## config.mk

```make
export PLATFORM = sky130hd
export DESIGN_NAME = vcache_profiler
export DESIGN_NICKNAME = d
export VERILOG_FILES = /design/src/verilog/vcache_prof_pkg.sv /design/src/verilog/vcache_profiler.sv /design/src/verilog/snapshot_streamer.sv /design/src/verilog/event_counters.sv /design/src/verilog/fill_classifier.sv /design/src/verilog/op_classifier.sv
export SDC_FILE = /design/constraint.sdc
export NUM_CORES = 2
export LEC_CHECK = 0
export ABC_AREA = 1
export BUFFER_PORTS_ARGS = -buffer_cell sky130_fd_sc_hd__buf_2
export CAP_MARGIN = 10
export CORE_AREA = 2 2 415 417
export CTS_BUF_LIST = sky130_fd_sc_hd__clkbuf_4 sky130_fd_sc_hd__clkbuf_8
export DETAILED_ROUTE_END_ITERATION = 6
export DIE_AREA = 0 0 417 419
export PLACE_DENSITY = 0.72
export SLEW_MARGIN = 15
export SYNTH_ARGS = -nofsm -noshare
export SYNTH_HDL_FRONTEND = slang
export SYNTH_SLANG_ARGS = --single-unit
export TNS_END_PERCENT = 5
```

## constraint.sdc

```tcl
create_clock -name clk_i -period 2.5 [get_ports clk_i]
set_input_delay 0 -clock clk_i [delete_from_list [all_inputs] [get_ports clk_i]]
set_output_delay 0 -clock clk_i [all_outputs]
set_load 0.005 [all_outputs]
```

## src/verilog/vcache_prof_pkg.sv

```systemverilog
// Shared widths, opcode encodings and event indices for the cache profiler.
// Only 32-bit data is profiled; 64-bit sizes and masks are not classified.
// Event indices double as the record order on the stat stream.

`default_nettype none

package vcache_prof_pkg;

  localparam int count_width_lp    = 32; // counters and snapshot tag
  localparam int ways_lp           = 8;
  localparam int way_width_lp      = 3;
  localparam int mask_width_lp     = 4;  // byte mask of a 32-bit word
  localparam int num_events_lp     = 27;
  localparam int event_id_width_lp = 5;
  localparam int num_credits_lp    = 4;  // granted by the receiver after reset
  localparam int credit_width_lp   = $clog2(num_credits_lp + 1);

  // decoded operation of the request being answered
  typedef enum logic [2:0] {
    op_none  = 3'd0,
    op_ld    = 3'd1,
    op_st    = 3'd2,
    op_maint = 3'd3, // tag and address maintenance ops
    op_amo   = 3'd4
  } cache_op_e;

  typedef enum logic [1:0] {
    amo_swap  = 2'd0,
    amo_or    = 2'd1,
    amo_add   = 2'd2,
    amo_other = 2'd3 // counted as atomic only
  } amo_subop_e;

  typedef enum logic [event_id_width_lp-1:0] {
    ev_ld              = 5'd0,
    ev_ld_lw           = 5'd1,
    ev_ld_lwu          = 5'd2,
    ev_ld_lh           = 5'd3,
    ev_ld_lhu          = 5'd4,
    ev_ld_lb           = 5'd5,
    ev_ld_lbu          = 5'd6,
    ev_st              = 5'd7,
    ev_sm_sw           = 5'd8,
    ev_sm_sh           = 5'd9,
    ev_sm_sb           = 5'd10,
    ev_maint           = 5'd11,
    ev_atomic          = 5'd12,
    ev_amoswap         = 5'd13,
    ev_amoor           = 5'd14,
    ev_amoadd          = 5'd15,
    ev_miss_ld         = 5'd16,
    ev_miss_st         = 5'd17,
    ev_miss_amo        = 5'd18, // last request event
    ev_stall_miss      = 5'd19, // first cycle event
    ev_stall_idle      = 5'd20,
    ev_stall_rsp       = 5'd21,
    ev_dma_read        = 5'd22,
    ev_dma_write       = 5'd23,
    ev_replace_invalid = 5'd24,
    ev_replace_valid   = 5'd25,
    ev_replace_dirty   = 5'd26
  } event_id_e;

endpackage

`default_nettype wire
```

## src/verilog/vcache_profiler.sv

```systemverilog
// Event profiler for a non-blocking data cache, observing only.
// All inputs are sampled from the cache's own signals in the same cycle.
// Counts leave the block only through the credit-paced stat stream.

`default_nettype none

module vcache_profiler (
  input  logic                                       clk_i,
  input  logic                                       reset_i,

  // response and decoded request
  input  logic                                       resp_v_i,
  input  logic                                       resp_yumi_i,
  input  vcache_prof_pkg::cache_op_e                 op_i,
  input  logic [1:0]                                 size_i,
  input  logic                                       sigext_i,
  input  logic [vcache_prof_pkg::mask_width_lp-1:0]  mask_i,
  input  vcache_prof_pkg::amo_subop_e                amo_subop_i,

  // miss handler, DMA and fill state
  input  logic                                       miss_v_i,
  input  logic                                       dma_pkt_v_i,
  input  logic                                       dma_pkt_yumi_i,
  input  logic                                       dma_write_i,
  input  logic                                       fill_cmd_i,
  input  logic                                       dma_done_i,
  input  logic [vcache_prof_pkg::way_width_lp-1:0]   chosen_way_i,
  input  logic [vcache_prof_pkg::ways_lp-1:0]        valid_i,
  input  logic [vcache_prof_pkg::ways_lp-1:0]        dirty_i,

  input  logic                                       print_v_i,
  input  logic [vcache_prof_pkg::count_width_lp-1:0] print_tag_i,
  output logic                                       print_busy_o,

  output logic                                       stat_v_o,
  output vcache_prof_pkg::event_id_e                 stat_id_o,
  output logic [vcache_prof_pkg::count_width_lp-1:0] stat_count_o,
  output logic [vcache_prof_pkg::count_width_lp-1:0] stat_tag_o,
  input  logic                                       credit_i
);
  import vcache_prof_pkg::*;

  logic [ev_miss_amo:0]                         req_events;
  logic [ev_replace_dirty:ev_stall_miss]        cycle_events;
  logic [num_events_lp-1:0]                     events;
  logic [num_events_lp-1:0][count_width_lp-1:0] counts;

  assign events = {cycle_events, req_events}; // ids 0..18 low, 19..26 high

  op_classifier op_classifier_inst (
    .resp_v_i     (resp_v_i),
    .resp_yumi_i  (resp_yumi_i),
    .miss_v_i     (miss_v_i),
    .sigext_i     (sigext_i),
    .op_i         (op_i),
    .size_i       (size_i),
    .mask_i       (mask_i),
    .amo_subop_i  (amo_subop_i),
    .req_events_o (req_events)
  );

  fill_classifier fill_classifier_inst (
    .resp_v_i       (resp_v_i),
    .resp_yumi_i    (resp_yumi_i),
    .miss_v_i       (miss_v_i),
    .dma_pkt_v_i    (dma_pkt_v_i),
    .dma_pkt_yumi_i (dma_pkt_yumi_i),
    .dma_write_i    (dma_write_i),
    .fill_cmd_i     (fill_cmd_i),
    .dma_done_i     (dma_done_i),
    .chosen_way_i   (chosen_way_i),
    .valid_i        (valid_i),
    .dirty_i        (dirty_i),
    .cycle_events_o (cycle_events)
  );

  event_counters event_counters_inst (
    .clk_i    (clk_i),
    .reset_i  (reset_i),
    .events_i (events),
    .counts_o (counts)
  );

  snapshot_streamer snapshot_streamer_inst (
    .clk_i        (clk_i),
    .reset_i      (reset_i),
    .print_v_i    (print_v_i),
    .credit_i     (credit_i),
    .print_tag_i  (print_tag_i),
    .counts_i     (counts),
    .print_busy_o (print_busy_o),
    .stat_v_o     (stat_v_o),
    .stat_id_o    (stat_id_o),
    .stat_count_o (stat_count_o),
    .stat_tag_o   (stat_tag_o)
  );

endmodule

`default_nettype wire

```

## src/verilog/snapshot_streamer.sv

```systemverilog
// Freezes all event counters on a print request and streams one record per
// event, ids 0 to 26, at most one per cycle. The receiver returns one credit
// per record with a single-cycle credit_i pulse; num_credits_lp are assumed
// granted at reset. Print requests while print_busy_o is high are dropped.

`default_nettype none

module snapshot_streamer (
  input  logic                                       clk_i,
  input  logic                                       reset_i,
  input  logic                                       print_v_i,
  input  logic                                       credit_i,
  input  logic [vcache_prof_pkg::count_width_lp-1:0] print_tag_i,
  input  logic [vcache_prof_pkg::num_events_lp-1:0][vcache_prof_pkg::count_width_lp-1:0]
               counts_i,
  output logic                                       print_busy_o,
  output logic                                       stat_v_o,
  output vcache_prof_pkg::event_id_e                 stat_id_o,
  output logic [vcache_prof_pkg::count_width_lp-1:0] stat_count_o,
  output logic [vcache_prof_pkg::count_width_lp-1:0] stat_tag_o
);
  import vcache_prof_pkg::*;

  logic [num_events_lp-1:0][count_width_lp-1:0] snap_r;
  logic [count_width_lp-1:0]                    tag_r;
  logic                                         busy_r;
  event_id_e                                    idx_r;   // record being offered
  logic [credit_width_lp-1:0]                   credits_r;

  logic print_accept;
  logic send;
  logic last_rec;

  assign print_accept = print_v_i & ~busy_r;
  assign send         = busy_r & (credits_r != '0);
  assign last_rec     = (idx_r == event_id_e'(num_events_lp - 1));

  // snapshot and walk through the records
  always_ff @(posedge clk_i) begin
    if (reset_i) begin
      busy_r <= 1'b0;
      idx_r  <= ev_ld;
      snap_r <= '0;
      tag_r  <= '0;
    end else if (print_accept) begin
      busy_r <= 1'b1;
      idx_r  <= ev_ld;
      snap_r <= counts_i; // counts up to the cycle before the request
      tag_r  <= print_tag_i;
    end else if (send) begin
      if (last_rec) begin
        busy_r <= 1'b0;
        idx_r  <= ev_ld;
      end else begin
        idx_r <= event_id_e'(idx_r + 1'b1);
      end
    end
  end

  // credit counter, saturates at the initial grant
  always_ff @(posedge clk_i) begin
    if (reset_i) begin
      credits_r <= credit_width_lp'(num_credits_lp);
    end else begin
      case ({send, credit_i})
        2'b10: credits_r <= credits_r - 1'b1;
        2'b01: begin
          if (credits_r != credit_width_lp'(num_credits_lp)) begin
            credits_r <= credits_r + 1'b1;
          end
        end
        default: credits_r <= credits_r; // idle, or send and return together
      endcase
    end
  end

  assign print_busy_o = busy_r;
  assign stat_v_o     = send;
  assign stat_id_o    = idx_r;
  assign stat_count_o = snap_r[idx_r];
  assign stat_tag_o   = tag_r;

endmodule

`default_nettype wire

```

## src/verilog/event_counters.sv

```systemverilog
// One free-running counter per profiler event.
// An event seen in a cycle shows up in its counter after the next rising edge.
// Counters wrap silently modulo 2^32; software must sample often enough.

`default_nettype none

module event_counters (
  input  logic                                       clk_i,
  input  logic                                       reset_i,
  input  logic [vcache_prof_pkg::num_events_lp-1:0]  events_i,
  output logic [vcache_prof_pkg::num_events_lp-1:0][vcache_prof_pkg::count_width_lp-1:0]
               counts_o
);
  import vcache_prof_pkg::*;

  logic [num_events_lp-1:0][count_width_lp-1:0] counts_r;
  logic [num_events_lp-1:0][count_width_lp-1:0] counts_n;

  // next value of every counter
  always_comb begin
    for (int i = 0; i < num_events_lp; i++) begin
      counts_n[i] = counts_r[i] + count_width_lp'(events_i[i]); // wraps at the top
    end
  end

  always_ff @(posedge clk_i) begin
    if (reset_i) begin
      counts_r <= '0;
    end else begin
      counts_r <= counts_n;
    end
  end

  assign counts_o = counts_r;

endmodule

`default_nettype wire

```

## src/verilog/fill_classifier.sv

```systemverilog
// Cycle events from the miss handler, response port, DMA port and fill logic.
// Combinational. chosen_way_i, valid_i and dirty_i must describe the way being
// filled in the cycle where fill_cmd_i and dma_done_i are both high.

`default_nettype none

module fill_classifier (
  input  logic                                     resp_v_i,
  input  logic                                     resp_yumi_i,
  input  logic                                     miss_v_i,
  input  logic                                     dma_pkt_v_i,
  input  logic                                     dma_pkt_yumi_i,
  input  logic                                     dma_write_i,
  input  logic                                     fill_cmd_i,
  input  logic                                     dma_done_i,
  input  logic [vcache_prof_pkg::way_width_lp-1:0] chosen_way_i,
  input  logic [vcache_prof_pkg::ways_lp-1:0]      valid_i,
  input  logic [vcache_prof_pkg::ways_lp-1:0]      dirty_i,
  output logic [vcache_prof_pkg::ev_replace_dirty:vcache_prof_pkg::ev_stall_miss] cycle_events_o
);
  import vcache_prof_pkg::*;

  logic dma_taken;
  logic replacing;
  logic way_valid;
  logic way_dirty;

  assign dma_taken = dma_pkt_v_i & dma_pkt_yumi_i;
  assign replacing = fill_cmd_i & dma_done_i; // fill address sent and done
  assign way_valid = valid_i[chosen_way_i];
  assign way_dirty = dirty_i[chosen_way_i];

  always_comb begin
    cycle_events_o = '0;
    cycle_events_o[ev_stall_miss] = miss_v_i;
    cycle_events_o[ev_stall_idle] = ~resp_v_i & ~miss_v_i;
    cycle_events_o[ev_stall_rsp]  = resp_v_i & ~resp_yumi_i; // network backpressure

    cycle_events_o[ev_dma_read]  = dma_taken & ~dma_write_i;
    cycle_events_o[ev_dma_write] = dma_taken & dma_write_i;

    cycle_events_o[ev_replace_invalid] = replacing & ~way_valid;
    cycle_events_o[ev_replace_valid]   = replacing & way_valid & ~way_dirty;
    cycle_events_o[ev_replace_dirty]   = replacing & way_valid & way_dirty;
  end

endmodule

`default_nettype wire

```

## src/verilog/op_classifier.sv

```systemverilog
// Classifies accepted cache responses into request events.
// Purely combinational; an event is raised in the cycle of resp_v_i & resp_yumi_i.
// Load sizes above word and store masks other than 1, 2 or 4 bytes only
// raise the plain ld or st event.

`default_nettype none

module op_classifier (
  input  logic                                    resp_v_i,
  input  logic                                    resp_yumi_i,
  input  logic                                    miss_v_i,
  input  logic                                    sigext_i,
  input  vcache_prof_pkg::cache_op_e              op_i,
  input  logic [1:0]                              size_i,
  input  logic [vcache_prof_pkg::mask_width_lp-1:0] mask_i,
  input  vcache_prof_pkg::amo_subop_e             amo_subop_i,
  output logic [vcache_prof_pkg::ev_miss_amo:0]   req_events_o
);
  import vcache_prof_pkg::*;

  logic       accepted;
  logic       is_ld;
  logic       is_st;
  logic       is_maint;
  logic       is_amo;
  logic       size_w;
  logic       size_h;
  logic       size_b;
  logic [2:0] mask_pop; // set bytes in the store mask

  assign accepted = resp_v_i & resp_yumi_i;

  assign is_ld    = accepted & (op_i == op_ld);
  assign is_st    = accepted & (op_i == op_st);
  assign is_maint = accepted & (op_i == op_maint);
  assign is_amo   = accepted & (op_i == op_amo);

  assign size_w = (size_i == 2'b10);
  assign size_h = (size_i == 2'b01);
  assign size_b = (size_i == 2'b00);

  assign mask_pop = 3'($countones(mask_i));

  always_comb begin
    req_events_o = '0;

    // loads, split by access size and sign extension
    req_events_o[ev_ld]     = is_ld;
    req_events_o[ev_ld_lw]  = is_ld & size_w & sigext_i;
    req_events_o[ev_ld_lwu] = is_ld & size_w & ~sigext_i;
    req_events_o[ev_ld_lh]  = is_ld & size_h & sigext_i;
    req_events_o[ev_ld_lhu] = is_ld & size_h & ~sigext_i;
    req_events_o[ev_ld_lb]  = is_ld & size_b & sigext_i;
    req_events_o[ev_ld_lbu] = is_ld & size_b & ~sigext_i;

    // every store goes through the masked path
    req_events_o[ev_st]    = is_st;
    req_events_o[ev_sm_sw] = is_st & (mask_pop == 3'd4);
    req_events_o[ev_sm_sh] = is_st & (mask_pop == 3'd2);
    req_events_o[ev_sm_sb] = is_st & (mask_pop == 3'd1);

    req_events_o[ev_maint] = is_maint; // all tag/addr ops share one counter

    req_events_o[ev_atomic]  = is_amo;
    req_events_o[ev_amoswap] = is_amo & (amo_subop_i == amo_swap);
    req_events_o[ev_amoor]   = is_amo & (amo_subop_i == amo_or);
    req_events_o[ev_amoadd]  = is_amo & (amo_subop_i == amo_add);

    // response that came back through the miss handler
    req_events_o[ev_miss_ld]  = is_ld & miss_v_i;
    req_events_o[ev_miss_st]  = is_st & miss_v_i;
    req_events_o[ev_miss_amo] = is_amo & miss_v_i;
  end

endmodule

`default_nettype wire

```

==> flow_metrics.py <==
metrics = {
    "power_and_ir_drop": {
        "power_density_nw_per_um2": 647,
        "p_total_mw": 65.4,
        "peakVddDrop_v": 0.000613,
        "leakagePower_nw": 38.4,
    },
    "sta": {
        "finalCriticalPeriod_ps": 3280,
        "timing.final.hold_violations": 0,
        "timing.hold.ws_ps": 84.5,
        "rsz0062_at_grt": "yes",
        "period_share": 1.31,
        "fmax_mhz": 305,
        "maxSlewViolCount": 0,
        "worst_slew_pin_slew_ps": 1030,
        "skew_ps": 59.9,
        "setup_viol": 37,
        "slew_headroom": 0.313,
        "setup_ws_ps": -782,
    },
    "floorplan": {
        "die_area_um2": 175000,
        "fp.dieW_um": 417,
        "ioPinCount": 146,
        "core_um2": 171000,
        "fp.dieH_um": 419,
        "row_count": 152,
        "start_util": 0.497,
    },
    "drt": {
        "drtAntennaViolNets": 0,
        "first_pass_iters": 6,
        "finalWirelength_mm": 300,
        "via_count": 88200,
        "detail_route.drc_violations": 0,
        "wl_per_cell_um": 18.7,
        "routed_via_density": 5.49,
        "drtIter0Drc": 9159,
    },
    "cts": {
        "clk_latency_ps": 1060,
        "clk_pin_slew_ps": 70,
        "clkSinkCount": 1769,
        "numCtsBuffers": 324,
        "clockBufferDepth": 4,
        "h-tree-depth": 5,
        "cts_root_buf": "clkbuf_8",
        "cts_tree": "yes",
    },
    "synth": {
        "synth_nets": 13300,
        "postSynthCellCount": 13100,
        "yosysTopAreaCellShare": 0.418,
        "synth_edf_count": 0,
        "synth_ff_type": "dfxtp_1",
        "ys_seq_area_frac": 0.418,
        "synth-async-reset-ratio": 0,
        "synth_area_leaders": "dfxtp_1, nand2_1, nor2_1, a21oi_1, o21ai_0",
        "syn_avg_cell_area_um2": 6.46,
        "synth_area_um2": 84700,
        "synth_top_area_cell": "dfxtp_1",
        "synth_cell_types": 37,
        "ys_seq_elements": 1769,
        "yosysWarnings": 0,
    },
    "worst_setup_path": {
        "cp.required_ps": 2500,
        "crit_fanout": 16,
        "worstPathArrival_ps": 3280,
        "path_common_cell": "nand2_1",
        "cp_slowest_cell": "dfxtp_4",
        "crit_path_end_kind": "output pin",
        "max_stage_delay_ps": 390,
        "worstSetupPathType": "flop to output pin",
        "cp_cell_sequence": "buf_6 > buf_16 > buf_16 > nand2_1 > nand2_1 > nand2_1 > nand2_1 > nand2_1 > nand3_2 > nor2_1 > nor2_4 > buf_2",
        "setup.worst_path.start_class": "flop",
    },
    "place": {
        "dp_slack_ps": -268,
        "gp_congestion": 1.01,
        "io_buffers": 145,
        "dp.final_hpwl_mm": 210,
        "placed_area_um2": 89900,
    },
    "grt": {
        "antenna_found_initial": 7,
        "grt_first_pass_wirelength_mm": 456,
        "grt_use_total": 0.329,
        "grt_start_max_net_pins": 154,
        "gr-total-overflow": 0,
        "grt_pass1_vias": 81900,
    },
    "finish": {
        "n_fill_cell": 16100,
        "nets": 13800,
        "final_area_um2": 101000,
        "final_core_util": 0.592,
        "area_growth_pct": 19.2,
        "drive_gt1_frac": 0.114,
    },
    "run_status": {
        "violations": "negative setup slack",
        "status": "finished, violations left",
    },
    "min_path": {
        "holdCritPathClass": "input pin to flop",
    },
    "flow_run": {
        "drv_cap": 0,
    },
}
-- metrics by stage --
step | TNS, ps | std cells
floorplan | 0 | 13100
global placement | -5140 | 15400
detailed placement | -5440 | 15400
CTS | -28170 | 16100
global route | -24760 | 16100
finish | -20880 | 16100
-- flip-flops by register name, indices dropped and copies added (netlist names) --
name                                 count
event_counters_inst.counts_o           864
snapshot_streamer_inst.snap_r          864
snapshot_streamer_inst.stat_tag_o       32
snapshot_streamer_inst.stat_id_o         5
snapshot_streamer_inst.credits_r         3
snapshot_streamer_inst.print_busy_o      1
-- cells by family after synthesis --
kind of cell               share of synthesized area
adders and majority gates                    0.00904
DFF                                            0.418
AOI/OAI and AO/OA                              0.147
and+or+nand+nor                                0.337
buffers and inverters                         0.0793
xor gates and xnor gates                     0.00961
-- cell usage in the layout, fill, tap and decap left out, drive strengths merged, types with 8 or more instances in the layout --
master,count
buf,626
nand3,667
dfxtp,1769
clkinv,32
o21a,50
xnor2,13
nand3b,240
o21ai,1154
or2,11
a211oi,20
ha,58
bufinv,10
nand4,13
nor3,68
nand2,3493
inv,1135
and2,8
nor2,2507
xor2,80
clkbuf,498
and3,21
a21oi,1224
dlygate4sd3,115
-- routing by layer --
metal	vias to the layer above	part of all wire	track usage
met5	-	0.000023	0
met4	2	0.059	0.178
met3	751	0.080	0.0526
met2	3600	0.44	0.513
met1	41000	0.42	0.437
li1	42900	-	-
-- power breakdown --
part	internal, mW	total [mW]	switching [mW]
clock network	16.6	29.0	12.3
logic	2.31	6.73	4.42
registers	29.2	29.7	0.482
-- path summary, 6_finish.rpt --
path                                                          from                                                  to  slack, ps  depth (start not counted)
hold reg to reg    snapshot_streamer_inst.snap_r[306]$_SDFFE_PP0P_     snapshot_streamer_inst.snap_r[306]$_SDFFE_PP0P_        450                          2
hold / removal                                             reset_i        event_counters_inst.counts_o[175]$_SDFF_PP0_         80                          4
setup / recovery  snapshot_streamer_inst.stat_id_o[0]$_SDFFE_PP0P_                                    stat_count_o[15]       -780                         12
setup reg to reg  snapshot_streamer_inst.print_busy_o$_SDFFE_PP0P_  snapshot_streamer_inst.stat_tag_o[29]$_SDFFE_PP0P_         50                          7
-- cell usage after synthesis (20+ instances only) --
library cell and number:
ha_1 58, buf_2 175, nand3_1 666, nor3_1 68, a21oi_1 1224, inv_1 1128, o21ai_0 1149, dfxtp_1 1769
and3_1 21, a211oi_1 20, nor2_1 2473, clkbuf_1 336, o21a_1 50, nand3b_1 240, nor2_2 24, buf_4 21
xor2_1 80, buf_1 34, nand2_1 3492
-- critical path, delay by kind of cell, from the launching register on --
family / cells / cell delay (ps)
buffers and inverters: 4 / 680
flip-flops: 1 / 390
AND/OR/NAND/NOR: 8 / 1090
-- cell type report --
type | instances | area, µm² | share of cell area
flip-flops and latches | 1769 | 35400 | 0.351
inverters | 1133 | 4310 | 0.0426
clock buffers | 490 | 6160 | 0.0610
clock inverters | 46 | 492 | 0.00487
repair buffers | 759 | 7500 | 0.0742
well taps | 2233 | 2790 | 0.0277
repair inverters | 3 | 40.0 | 0.000396
multi-input cells | 9646 | 44300 | 0.439
diodes | 2 | 5.00 | 0.0000495
-- what timing repair did --
| action | CTS | global route |
|---|---|---|
| endpoints found under the setup margin | 32 | 349 |
| endpoints found under the hold margin | 1185 | 0 |
| pin swaps | 67 | 58 |
| hold buffers | 121 | 0 |
| cloned | 22 | 9 |
| setup buffers | 31 | 15 |
| gates resized for setup | 356 | 207 |
(Power assumes the default switching activity.)
